### config.mk
export PLATFORM = sky130hd
export DESIGN_NAME = fifo_credit_top
export DESIGN_NICKNAME = d
export VERILOG_FILES = /design/src/source/cfifo_pkg.sv /design/src/source/credit_receiver.sv /design/src/source/fifo_credit_top.sv /design/src/source/fifo_pop_ctrl.sv /design/src/source/fifo_push_ctrl_credit.sv /design/src/source/fifo_ram_flops.sv
export VERILOG_INCLUDE_DIRS = /design/src /design/src/source
export SDC_FILE = /design/constraint.sdc
export NUM_CORES = 1
export LEC_CHECK = 0
export BUFFER_PORTS_ARGS = -buffer_cell sky130_fd_sc_hd__buf_2
export CORE_MARGIN = 1
export CORE_UTILIZATION = 53
export CTS_BUF_LIST = sky130_fd_sc_hd__clkbuf_8 sky130_fd_sc_hd__clkbuf_16
export CTS_CLUSTER_DIAMETER = 40
export DETAILED_ROUTE_END_ITERATION = 7
export GPL_TIMING_DRIVEN = 0
export MAX_ROUTING_LAYER = met4
export PLACE_DENSITY_LB_ADDON = 0.08
export SLEW_MARGIN = 20
export SYNTH_ARGS = -nofsm -noshare
export SYNTH_HDL_FRONTEND = slang
export SYNTH_SLANG_ARGS = --single-unit
### constraint.sdc
create_clock -name clk -period 2.74 [get_ports clk]
set_clock_uncertainty 0.05 [all_clocks]
set_input_delay 0.137 -clock clk [delete_from_list [all_inputs] [get_ports clk]]
set_output_delay 0.137 -clock clk [all_outputs]
set_load 0.03 [all_outputs]
### src/source/cfifo_params.svh
// Credit FIFO build constants
`ifndef CFIFO_PARAMS_SVH
`define CFIFO_PARAMS_SVH

// ------------------------------------------------------------
// Storage geometry
// ------------------------------------------------------------

// Number of flop entries
`define CFIFO_DEPTH 8

// Data word width in bits
`define CFIFO_WIDTH 16

// ------------------------------------------------------------
// Credit setup
// ------------------------------------------------------------

// Credits held by the receiver out of reset
// One per storage entry
`define CFIFO_CREDIT_INIT `CFIFO_DEPTH

// ------------------------------------------------------------
// Derived widths
// ------------------------------------------------------------

// RAM index
`define CFIFO_ADDR_W $clog2(`CFIFO_DEPTH)

// Counts from 0 up to and including depth
`define CFIFO_COUNT_W $clog2(`CFIFO_DEPTH + 1)

// Credit counter sized for the initial credit
`define CFIFO_CREDIT_W $clog2(`CFIFO_CREDIT_INIT + 1)

`endif

### src/source/cfifo_pkg.sv
// Credit FIFO shared types
`include "cfifo_params.svh"

package cfifo_pkg;

  // ------------------------------------------------------------
  // Datapath
  // ------------------------------------------------------------

  // One FIFO word
  typedef logic [`CFIFO_WIDTH-1:0] data_t;

  // Index into the flop RAM
  typedef logic [`CFIFO_ADDR_W-1:0] addr_t;

  // ------------------------------------------------------------
  // Control
  // ------------------------------------------------------------

  // Free slots or stored items, 0 to depth
  typedef logic [`CFIFO_COUNT_W-1:0] count_t;

  // Credit count, also used for the withhold amount
  typedef logic [`CFIFO_CREDIT_W-1:0] credit_t;

endpackage : cfifo_pkg

### src/source/credit_receiver.sv
// Credit receiver for the push side
`include "cfifo_params.svh"

module credit_receiver
  import cfifo_pkg::*;
(
  input  logic    clk,
  input  logic    rst_n,

  // Sender side
  input  logic    push_credit_stall,
  output logic    push_credit,
  input  logic    push_valid,

  // Credit returned by the FIFO
  input  logic    pop_credit,

  // Credit pool control and status
  input  credit_t credit_withhold,
  output credit_t credit_count,
  output credit_t credit_available
);

  // ------------------------------------------------------------
  // Available pool
  // ------------------------------------------------------------

  credit_t credit_count_next;

  // Withheld credits never go to the sender
  // Clamp at zero when the withhold exceeds the count
  always_comb begin
    if (credit_count > credit_withhold) begin
      credit_available = credit_count - credit_withhold;
    end else begin
      credit_available = '0;
    end
  end

  // At most one credit per cycle
  // Stall blocks issue but keeps the pool intact
  assign push_credit = (credit_available != '0) && !push_credit_stall;

  // ------------------------------------------------------------
  // Credit counter
  // ------------------------------------------------------------

  // Return adds one, issue takes one, both cancel
  always_comb begin
    credit_count_next = credit_count;
    if (pop_credit && !push_credit) begin
      credit_count_next = credit_count + credit_t'(1);
    end else if (!pop_credit && push_credit) begin
      credit_count_next = credit_count - credit_t'(1);
    end
  end

  // Full pool of credits right out of reset
  always_ff @(posedge clk or negedge rst_n) begin
    if (!rst_n) begin
      credit_count <= credit_t'(`CFIFO_CREDIT_INIT);
    end else begin
      credit_count <= credit_count_next;
    end
  end

  // ------------------------------------------------------------
  // Checks
  // ------------------------------------------------------------

  // Returned credits must match issued ones
  credit_count_in_range_a : assert property (
    @(posedge clk) disable iff (!rst_n)
    credit_count <= credit_t'(`CFIFO_DEPTH)
  );

  // All credits home means the sender holds none
  no_push_without_credit_a : assert property (
    @(posedge clk) disable iff (!rst_n)
    (credit_count == credit_t'(`CFIFO_CREDIT_INIT)) && !pop_credit |-> !push_valid
  );

endmodule : credit_receiver

### src/source/fifo_credit_top.sv
// Credit flow FIFO top level
`include "cfifo_params.svh"

module fifo_credit_top
  import cfifo_pkg::*;
(
  input  logic    clk,
  input  logic    rst_n,

  // Push side, credit based
  input  logic    push_credit_stall,
  output logic    push_credit,
  input  logic    push_valid,
  input  data_t   push_data,

  // Credit pool
  input  credit_t credit_withhold,
  output credit_t credit_available,

  // Push side status
  output logic    full,
  output count_t  slots,

  // Pop side, valid/ready
  input  logic    pop_ready,
  output logic    pop_valid,
  output data_t   pop_data,

  // Pop side status
  output count_t  items
);

  // ------------------------------------------------------------
  // Internal wires
  // ------------------------------------------------------------

  // Bypass path
  logic  bypass_ready;
  logic  bypass_valid;
  data_t bypass_data;

  // RAM write port
  logic  ram_wr_valid;
  addr_t ram_wr_addr;
  data_t ram_wr_data;

  // RAM read port
  addr_t ram_rd_addr;
  data_t ram_rd_data;

  // Controller handshakes
  logic  ram_push;
  logic  ram_pop;

  // ------------------------------------------------------------
  // Push side
  // ------------------------------------------------------------

  // Raw credit count not exported
  fifo_push_ctrl_credit fifo_push_ctrl_credit_i (
    .clk              (clk),
    .rst_n            (rst_n),
    .push_credit_stall(push_credit_stall),
    .push_credit      (push_credit),
    .push_valid       (push_valid),
    .push_data        (push_data),
    .credit_withhold  (credit_withhold),
    .credit_count     (),
    .credit_available (credit_available),
    .full             (full),
    .slots            (slots),
    .bypass_ready     (bypass_ready),
    .bypass_valid     (bypass_valid),
    .bypass_data      (bypass_data),
    .ram_wr_valid     (ram_wr_valid),
    .ram_wr_addr      (ram_wr_addr),
    .ram_wr_data      (ram_wr_data),
    .ram_push         (ram_push),
    .ram_pop          (ram_pop)
  );

  // ------------------------------------------------------------
  // Storage
  // ------------------------------------------------------------

  fifo_ram_flops fifo_ram_flops_i (
    .clk     (clk),
    .rst_n   (rst_n),
    .wr_valid(ram_wr_valid),
    .wr_addr (ram_wr_addr),
    .wr_data (ram_wr_data),
    .rd_addr (ram_rd_addr),
    .rd_data (ram_rd_data)
  );

  // ------------------------------------------------------------
  // Pop side
  // ------------------------------------------------------------

  fifo_pop_ctrl fifo_pop_ctrl_i (
    .clk         (clk),
    .rst_n       (rst_n),
    .ram_push    (ram_push),
    .bypass_valid(bypass_valid),
    .bypass_data (bypass_data),
    .bypass_ready(bypass_ready),
    .ram_rd_addr (ram_rd_addr),
    .ram_rd_data (ram_rd_data),
    .ram_pop     (ram_pop),
    .pop_ready   (pop_ready),
    .pop_valid   (pop_valid),
    .pop_data    (pop_data),
    .items       (items)
  );

endmodule : fifo_credit_top

### src/source/fifo_pop_ctrl.sv
// FIFO pop controller with bypass
`include "cfifo_params.svh"

module fifo_pop_ctrl
  import cfifo_pkg::*;
(
  input  logic   clk,
  input  logic   rst_n,

  // Events from the push controller
  input  logic   ram_push,

  // Bypass from the push controller
  input  logic   bypass_valid,
  input  data_t  bypass_data,
  output logic   bypass_ready,

  // RAM read port
  output addr_t  ram_rd_addr,
  input  data_t  ram_rd_data,

  // Stored word left the RAM
  output logic   ram_pop,

  // Pop side
  input  logic   pop_ready,
  output logic   pop_valid,
  output data_t  pop_data,

  // Pop side status
  output count_t items
);

  // ------------------------------------------------------------
  // Output select
  // ------------------------------------------------------------

  logic   ram_not_empty;
  count_t items_next;

  assign ram_not_empty = (items != '0);

  // Stored words go first to keep order
  // Empty RAM passes the push word through
  assign pop_valid = ram_not_empty || bypass_valid;
  assign pop_data  = ram_not_empty ? ram_rd_data : bypass_data;

  // Bypass only into an empty FIFO with a ready consumer
  assign bypass_ready = !ram_not_empty && pop_ready;

  // Head of the RAM accepted
  assign ram_pop = ram_not_empty && pop_ready;

  // ------------------------------------------------------------
  // Item count
  // ------------------------------------------------------------

  always_comb begin
    items_next = items;
    if (ram_push && !ram_pop) begin
      items_next = items + count_t'(1);
    end else if (!ram_push && ram_pop) begin
      items_next = items - count_t'(1);
    end
  end

  always_ff @(posedge clk or negedge rst_n) begin
    if (!rst_n) begin
      items <= '0;
    end else begin
      items <= items_next;
    end
  end

  // ------------------------------------------------------------
  // Read pointer
  // ------------------------------------------------------------

  // Points at the oldest stored word
  always_ff @(posedge clk or negedge rst_n) begin
    if (!rst_n) begin
      ram_rd_addr <= '0;
    end else if (ram_pop) begin
      if (ram_rd_addr == addr_t'(`CFIFO_DEPTH - 1)) begin
        ram_rd_addr <= '0;
      end else begin
        ram_rd_addr <= ram_rd_addr + addr_t'(1);
      end
    end
  end

  // ------------------------------------------------------------
  // Checks
  // ------------------------------------------------------------

  // Credits bound the stored words
  items_in_range_a : assert property (
    @(posedge clk) disable iff (!rst_n)
    items <= count_t'(`CFIFO_DEPTH)
  );

  // Bypassed word must not also be stored by the push side
  bypass_leaves_fifo_empty_a : assert property (
    @(posedge clk) disable iff (!rst_n)
    bypass_valid && bypass_ready |=> (items == '0)
  );

  // Offered word held until taken
  pop_data_stable_a : assert property (
    @(posedge clk) disable iff (!rst_n)
    pop_valid && !pop_ready |=> pop_valid && $stable(pop_data)
  );

endmodule : fifo_pop_ctrl

### src/source/fifo_push_ctrl_credit.sv
// FIFO push controller with credit flow
`include "cfifo_params.svh"

module fifo_push_ctrl_credit
  import cfifo_pkg::*;
(
  input  logic    clk,
  input  logic    rst_n,

  // Push side
  input  logic    push_credit_stall,
  output logic    push_credit,
  input  logic    push_valid,
  input  data_t   push_data,

  // Credit pool
  input  credit_t credit_withhold,
  output credit_t credit_count,
  output credit_t credit_available,

  // Push side status
  output logic    full,
  output count_t  slots,

  // Bypass offer to the pop controller
  input  logic    bypass_ready,
  output logic    bypass_valid,
  output data_t   bypass_data,

  // RAM write port
  output logic    ram_wr_valid,
  output addr_t   ram_wr_addr,
  output data_t   ram_wr_data,

  // Push and pop events between controllers
  output logic    ram_push,
  input  logic    ram_pop
);

  // ------------------------------------------------------------
  // Credit return
  // ------------------------------------------------------------

  logic   bypass_taken;
  logic   pop_credit;
  count_t slots_next;

  // Word goes straight out, so its slot never fills
  assign bypass_taken = push_valid && bypass_ready;

  // Bypass needs an empty FIFO and ram_pop a non-empty one
  // so at most one credit returns per cycle
  assign pop_credit = ram_pop || bypass_taken;

  credit_receiver credit_receiver_i (
    .clk              (clk),
    .rst_n            (rst_n),
    .push_credit_stall(push_credit_stall),
    .push_credit      (push_credit),
    .push_valid       (push_valid),
    .pop_credit       (pop_credit),
    .credit_withhold  (credit_withhold),
    .credit_count     (credit_count),
    .credit_available (credit_available)
  );

  // ------------------------------------------------------------
  // Datapath
  // ------------------------------------------------------------

  // Every word is offered to the bypass
  assign bypass_valid = push_valid;
  assign bypass_data  = push_data;

  // Otherwise it lands in the RAM
  assign ram_push     = push_valid && !bypass_ready;
  assign ram_wr_valid = ram_push;
  assign ram_wr_data  = push_data;

  // Write pointer wraps at the last entry
  always_ff @(posedge clk or negedge rst_n) begin
    if (!rst_n) begin
      ram_wr_addr <= '0;
    end else if (ram_push) begin
      if (ram_wr_addr == addr_t'(`CFIFO_DEPTH - 1)) begin
        ram_wr_addr <= '0;
      end else begin
        ram_wr_addr <= ram_wr_addr + addr_t'(1);
      end
    end
  end

  // ------------------------------------------------------------
  // Slot count and full flag
  // ------------------------------------------------------------

  always_comb begin
    slots_next = slots;
    if (ram_push && !ram_pop) begin
      slots_next = slots - count_t'(1);
    end else if (!ram_push && ram_pop) begin
      slots_next = slots + count_t'(1);
    end
  end

  // All slots free after reset
  always_ff @(posedge clk or negedge rst_n) begin
    if (!rst_n) begin
      slots <= count_t'(`CFIFO_DEPTH);
      full  <= 1'b0;
    end else if (ram_push || ram_pop) begin
      slots <= slots_next;
      full  <= (slots_next == '0);
    end
  end

  // ------------------------------------------------------------
  // Checks
  // ------------------------------------------------------------

  // Sender must be out of credits before storage runs out
  no_credit_when_full_a : assert property (
    @(posedge clk) disable iff (!rst_n)
    full |-> !push_credit
  );

  // Pop controller sees an empty RAM here too
  no_ram_pop_when_all_slots_a : assert property (
    @(posedge clk) disable iff (!rst_n)
    (slots == count_t'(`CFIFO_DEPTH)) |-> !ram_pop
  );

  // Taken bypass only into an empty FIFO
  bypass_only_when_empty_a : assert property (
    @(posedge clk) disable iff (!rst_n)
    bypass_taken |-> (slots == count_t'(`CFIFO_DEPTH))
  );

endmodule : fifo_push_ctrl_credit

### src/source/fifo_ram_flops.sv
// Flop based FIFO storage
`include "cfifo_params.svh"

module fifo_ram_flops
  import cfifo_pkg::*;
(
  input  logic  clk,
  input  logic  rst_n,

  // Registered write port
  input  logic  wr_valid,
  input  addr_t wr_addr,
  input  data_t wr_data,

  // Combinational read port
  input  addr_t rd_addr,
  output data_t rd_data
);

  // Storage array
  data_t mem [`CFIFO_DEPTH];

  // One entry written per cycle
  always_ff @(posedge clk) begin
    if (wr_valid) begin
      mem[wr_addr] <= wr_data;
    end
  end

  // Same cycle read mux
  assign rd_data = mem[rd_addr];

  // ------------------------------------------------------------
  // Checks
  // ------------------------------------------------------------

  // Write lands on a known, existing entry
  wr_addr_in_range_a : assert property (
    @(posedge clk) disable iff (!rst_n)
    wr_valid |-> !$isunknown(wr_addr) && (int'(wr_addr) < `CFIFO_DEPTH)
  );

endmodule : fifo_ram_flops

# [After elaboration in Yosys (flattened, before gate mapping)]
# Memories as Yosys holds them, arrays and structs flattened.
# Index checks and enable logic that the tools add are counted.
[word_totals] register_bits=19 ramBits=128 input_bits=25 wordCells=55 memories=1
[op_classes] add_sub_neg=9 n_lt_le_gt_ge=1 n_eq_ne=2 muxes=12 n_reduce_logical=24
[memory_table] name="fifo_ram_flops_i.mem" words=8 width=16 read_ports=1 rd_clocked_by_memory_dff=0 wr=1 line_no="fifo_ram_flops.sv:21" rtl="data_t mem [`CFIFO_DEPTH];"
[op_table] op="$mux W4" n=7
[op_table] op="$mux W16" n=1
[op_table] op="$add A4 B1 Y4 const B" n=3
[op_table] op="$sub A4 B1 Y4 const B" n=3
[op_table] op="$logic_and A1 B1 Y1" n=9
[op_table] op="$reduce_bool A4 Y1" n=2
[op_table] op="$logic_not A1 Y1" n=7
[op_table] op="$add A3 B1 Y3 const B" n=2
[op_table] op="$eq A3 B3 Y1 const B" n=2
[op_table] op="$mux W3" n=2
[op_table] op="$gt A4 B4 Y1" n=1
[op_table] op="$logic_not A4 Y1" n=1
[op_table] op="$reduce_bool A2 Y1" n=2
[op_table] op="$sub A4 B4 Y4" n=1
[op_table] op="$logic_or A1 B1 Y1" n=3
[op_table] op="$mux W1" n=2

# [Depth between registers and ports, before layout]
[depth] ltp_word=10 ltp_mapped=16

# [Hierarchy]
# A second synthesis with hierarchy kept.
[unflattened] cells_unflattened=395 hier_area_um2=6949.2
[modules_own_cells] module="fifo_ram_flops" instances=1 cells_each=198 area_each_um2=4973.5 seq_area_each_um2=3843.7
[modules_own_cells] module="fifo_push_ctrl_credit" instances=1 cells_each=81 area_each_um2=793.3 seq_area_each_um2=201.4
[modules_own_cells] module="fifo_pop_ctrl" instances=1 cells_each=59 area_each_um2=666.9 seq_area_each_um2=175.2
[modules_own_cells] module="credit_receiver" instances=1 cells_each=57 area_each_um2=515.5 seq_area_each_um2=101.3

# [Worst setup path after synthesis]
# Ideal clock, no wire load.
[synth_path] kind="reg-to-reg" start="register fifo_pop_ctrl_i.items[0]" end="memory fifo_ram_flops_i.mem[0][0] (netlist name), enable pin" setup_time_ps=430 t_arrival_ps=2645 required_time_ps=2260 path_slack_ps=-385 stages_incl_launch_ff=5 cell_sequence="dfrtp_1 nor4_4 nand2_2 nand2_1 nor4_1"
[synth_via] elab_chain_len=7
[synth_lines] item="start, declared" line_no="fifo_pop_ctrl.sv:31" rtl="output count_t items"
[synth_lines] item="start signal, assigned" line_no="fifo_pop_ctrl.sv:71" rtl="items <= items_next;"
[synth_lines] item="$reduce_bool A4 Y1" line_no="fifo_pop_ctrl.sv:41" rtl="assign ram_not_empty = (items != '0);"
[synth_lines] item="$logic_not A1 Y1" line_no="fifo_pop_ctrl.sv:49" rtl="assign bypass_ready = !ram_not_empty && pop_ready;"
[synth_lines] item="$logic_and A1 B1 Y1" line_no="fifo_pop_ctrl.sv:49"
[synth_lines] item="$logic_not A1 Y1" line_no="fifo_push_ctrl_credit.sv:76" rtl="assign ram_push = push_valid && !bypass_ready;"
[synth_lines] item="$logic_and A1 B1 Y1" line_no="fifo_push_ctrl_credit.sv:76"
[synth_lines] item="$mux W1" line_no="fifo_ram_flops.sv:25" rtl="if (wr_valid) begin"
[synth_lines] item="$mux W1 (not written as such)" line_no="fifo_ram_flops.sv:26" rtl="mem[wr_addr] <= wr_data;"
[synth_lines] item="end, declared" line_no="fifo_ram_flops.sv:21"
# No other way between the ends.

# [Worst setup path in the final report]
[layout_path] start="register fifo_push_ctrl_credit_i.credit_receiver_i.credit_count[0]" end="register fifo_push_ctrl_credit_i.credit_receiver_i.credit_count[3]"
[layout_via] elab_chain_len=7
[layout_lines] item="start, declared" line_no="credit_receiver.sv:20" rtl="output credit_t credit_count,"
[layout_lines] item="start signal, assigned" line_no="credit_receiver.sv:61" rtl="credit_count <= credit_t'(`CFIFO_CREDIT_INIT);"
[layout_lines] item="start signal, assigned" line_no="credit_receiver.sv:63" rtl="credit_count <= credit_count_next;"
[layout_lines] item="start signal, assigned" line_no="credit_receiver.sv:74" rtl="credit_count <= credit_t'(`CFIFO_DEPTH)"
[layout_lines] item="$sub A4 B4 Y4 / $gt A4 B4 Y1 (equally long branches)" line_no="credit_receiver.sv:34, credit_receiver.sv:33"
[layout_lines] item="$mux W4" line_no="credit_receiver.sv:33" rtl="if (credit_count > credit_withhold) begin"
[layout_lines] item="$reduce_bool A4 Y1" line_no="credit_receiver.sv:42" rtl="assign push_credit = (credit_available != '0) && !push_credit_stall;"
[layout_lines] item="$logic_and A1 B1 Y1" line_no="credit_receiver.sv:42"
[layout_lines] item="$logic_not A1 Y1" line_no="credit_receiver.sv:51" rtl="if (pop_credit && !push_credit) begin"
[layout_lines] item="$logic_and A1 B1 Y1" line_no="credit_receiver.sv:51"
[layout_lines] item="$mux W4 / $reduce_bool A2 Y1 (equally long branches)"
# Several ways; a longest one is shown, not always the timed one. The select of a mux whose other input is x is not followed.
# A chain may end at the register's enable or synchronous reset.

==> flow_summary.yaml <==
sta:
  slew_viol_final: 0
  rsz0062_at_grt: "true"
  setup_violations: 1
  whs_ps: 49.4
  post-route-period-util_pct: 102
  relSlewSlack_pct: 55.0
  worst_pin_slew_ps: 674
  max_freq_ghz: 0.358
  hold_viol: 0
  fin_ws_ps: -57.0
  min_period_ps: 2800
setup_path:
  startpoint_type: "flop"
  end_kind: "flop"
  critPathArrivalTime_ps: 3100
  path_class: "reg2reg"
  crit_fanout: 3
  worstPathRequired_ps: 3040
clock_network:
  cts_tree: "done"
  cts_max_level: 4
  clk_pin_slew_ps: 60
  clock_sinks: 147
  cts_buffers: 17
  clock_latency_ps: 420
  root_buffer: "clkbuf_16"
  clockBufferDepth: 2
drt:
  wl_per_cell_um: 19.1
  drt_iter0_drc: 211
  wirelength_um: 12000
  drc: 9
  vias: 3496
  ant_nets: 0
  viasPerCell: 5.57
  drt_first_pass_iters: 8
die:
  initial_core_util_pct: 54.6
  dieArea_um2: 12300
  core_um2: 11500
  rows: 39
  fp.dieH_um: 111
  pin_count: 56
  fp.dieW_um: 111
cells_and_area:
  n_antenna_cell: 0
  layout-drive-gt1-share_pct: 36.9
  nFillCells: 780
  nNetsFinal: 515
  multiInputGateArea_um2: 1950
  fin_util_pct: 67.6
  area_growth_pct: 23.7
  postLayoutCellArea_um2: 7780
  seq_area_um2: 4320
synth:
  syn-num-nets: 401
  yosysSeqAreaShare_pct: 68.7
  synth_seq_cells: 147
  syn_avg_cell_area_um2: 17.6
  synthCells: 358
  netlist_area_um2: 6290
  synth_warnings: 0
  yosys.cell_types.count: 42
global_routing:
  grt_max_degree: 20
  grt_pass1_wl_um: 19500
  grtUsageTotal_pct: 22.4
  antenna_found_initial: 0
  globalRoute.totalOverflow: 0
  grt_pass1_vias: 3662
placed_design:
  place_area_um2: 6960
  place_ws_ps: -303
  gp_congestion: 0.726
  io_buffers: 54
  post-dp-hpwl_um: 8060
outcome:
  violations: "DRC, setup timing"
  status: "finished, violations left"
power:
  p_per_area_nw_per_um2: 1140
  cellLeakagePower_nw: 2.86
  vdd_drop_max_uv: 587
hold_path:
  hp-class: "in2reg"
job:
  drv_cap: 0
-- flip-flops by register name (all words and copies together) (netlist names) --
name / flops
fifo_pop_ctrl_i.items: 4
fifo_ram_flops_i.mem: 128
fifo_push_ctrl_credit_i.slots: 4
fifo_push_ctrl_credit_i.ram_wr_addr: 3
fifo_push_ctrl_credit_i.full: 1
fifo_push_ctrl_credit_i.credit_receiver_i.credit_count: 4
fifo_pop_ctrl_i.ram_rd_addr: 3
-- cells by family (layout without fill, tap and decap cells) --
group           after synthesis  count (layout)  share of synthesized area (%)
compound gates               47              47                           5.17
xor+xnor                     11              11                           1.53
fa+ha+maj                    18              18                           3.94
buf+inv                      25             152                           1.61
flops                       147             147                           68.7
mux                          52              52                           14.7
simple gates                 58              58                           4.35
-- per-stage QoR --
step | power (mW) | TNS (ps) | cells
3_5_place_dp | 6.71 | -764 | 568
3_3_place_gp | 6.51 | -69080 | 555
2_1_floorplan | 5.70 | -141 | 358
6_report | 8.91 | -57.0 | 628
5_1_grt | 9.42 | -376 | 628
4_1_cts | 8.94 | -90.8 | 626
-- synth_stat cells --
cell type  number  share of area, %
nor2b_2         1              0.14
a21o_1          7              0.84
o21ai_0        18               1.4
a41o_1          1              0.16
a21o_2          1              0.14
xor2_1          3              0.42
a22oi_1         1              0.12
o211ai_1        2              0.24
o41ai_2         1              0.26
clkbuf_1        8              0.48
a311o_1         1              0.16
o41ai_1         1              0.14
edfxtp_1      128                61
o31a_1          1              0.14
o41ai_4         1              0.44
ha_1           15               3.0
inv_1          10              0.60
nand2_1        28               1.7
nand2b_1        3              0.30
nor4_1          1             0.099
xnor2_1         8               1.1
nor3_1          6              0.48
nor2_1         12              0.72
nand3_1         1             0.079
mux2_2          4              0.72
a311oi_1        1              0.14
o21ai_2         1              0.14
buf_2           6              0.48
and2_1          1             0.099
dfrtp_1        17               6.8
nor2b_1         2              0.20
fa_1            3              0.95
nand2_2         1             0.099
a211oi_1        1              0.12
dfstp_2         2              0.84
nor4_4          1              0.34
o21ai_1         2              0.16
mux4_2         32                11
a21oi_1         7              0.56
mux2i_1        16               2.5
nand4b_1        1              0.14
buf_1           1             0.060
-- layout by cell type (no fill, tap or decap), types with 10 or more instances in the layout --
cell type	netlist	layout
nand2_1	28	28
o21ai_0	18	17
ha_1	15	12
inv_1	10	10
mux4_2	32	32
dfrtp_1	17	16
edfxtp_1	128	128
dlygate4sd3_1	0	17
mux2i_1	16	16
buf_4	0	17
clkbuf_16	0	17
buf_2	6	56
-- repair_timing --
action,in CTS,in global routing
hold endpoints to repair,147,0
gates resized for setup,7,7
pin swaps,10,3
setup buffers,9,2
setup endpoints to repair,19,12
hold buffers,17,0
-- layout make-up --
cell class / count / area share [%]
flip-flops and latches: 147 / 55.5
well taps: 143 / 2.30
repair buffers: 95 / 8.58
multi-input cells: 186 / 25.1
plain buffers: 15 / 0.996
clock inverters: 15 / 1.53
clock buffers: 17 / 5.46
inverters: 10 / 0.514
-- path summary, 6_finish.rpt --
path	startpoint	slack, ps	endpoint	depth (start not counted)
max reg2reg	flop	-60	flop	16
max in group asynchronous	rst_n	2170	asynchronous set/reset pin	2
max	flop	-60	flop	16
min reg2reg	fifo_push_ctrl_credit_i.full	430	fifo_push_ctrl_credit_i.full	2
min in group asynchronous	rst_n	140	fifo_push_ctrl_credit_i.ram_wr_addr[0]	2
min	push_valid	50	fifo_pop_ctrl_i.items[2]	3
-- critical path, stage by stage, from the launching register on --
cell and delay, ps:
dfrtp_1 350, inv_1 50, ha_2 170, inv_2 60
fa_2 200, a21o_1 120, a21oi_2 60, a41o_1 220
a311o_1 370, ha_4 190, inv_4 70, ha_4 190
a21o_1 160, a21oi_2 140, xnor2_1 120, nor2_1 60
xor2_1 150
-- power by group --
part           switching [mW]  internal (mW)  leakage [nW]
sequential              0.262           2.89          1.39
clock                   0.878           1.24         0.271
combinational            2.10           1.55          1.20
-- metal layers --
metal / global-route usage [%] / share of wire (%)
met5: - / 0
met4: 8.77 / 1.3
met3: 4.26 / 5.7
met2: 36.8 / 52
met1: 27.7 / 41
Power figures use the tool's default switching activity.
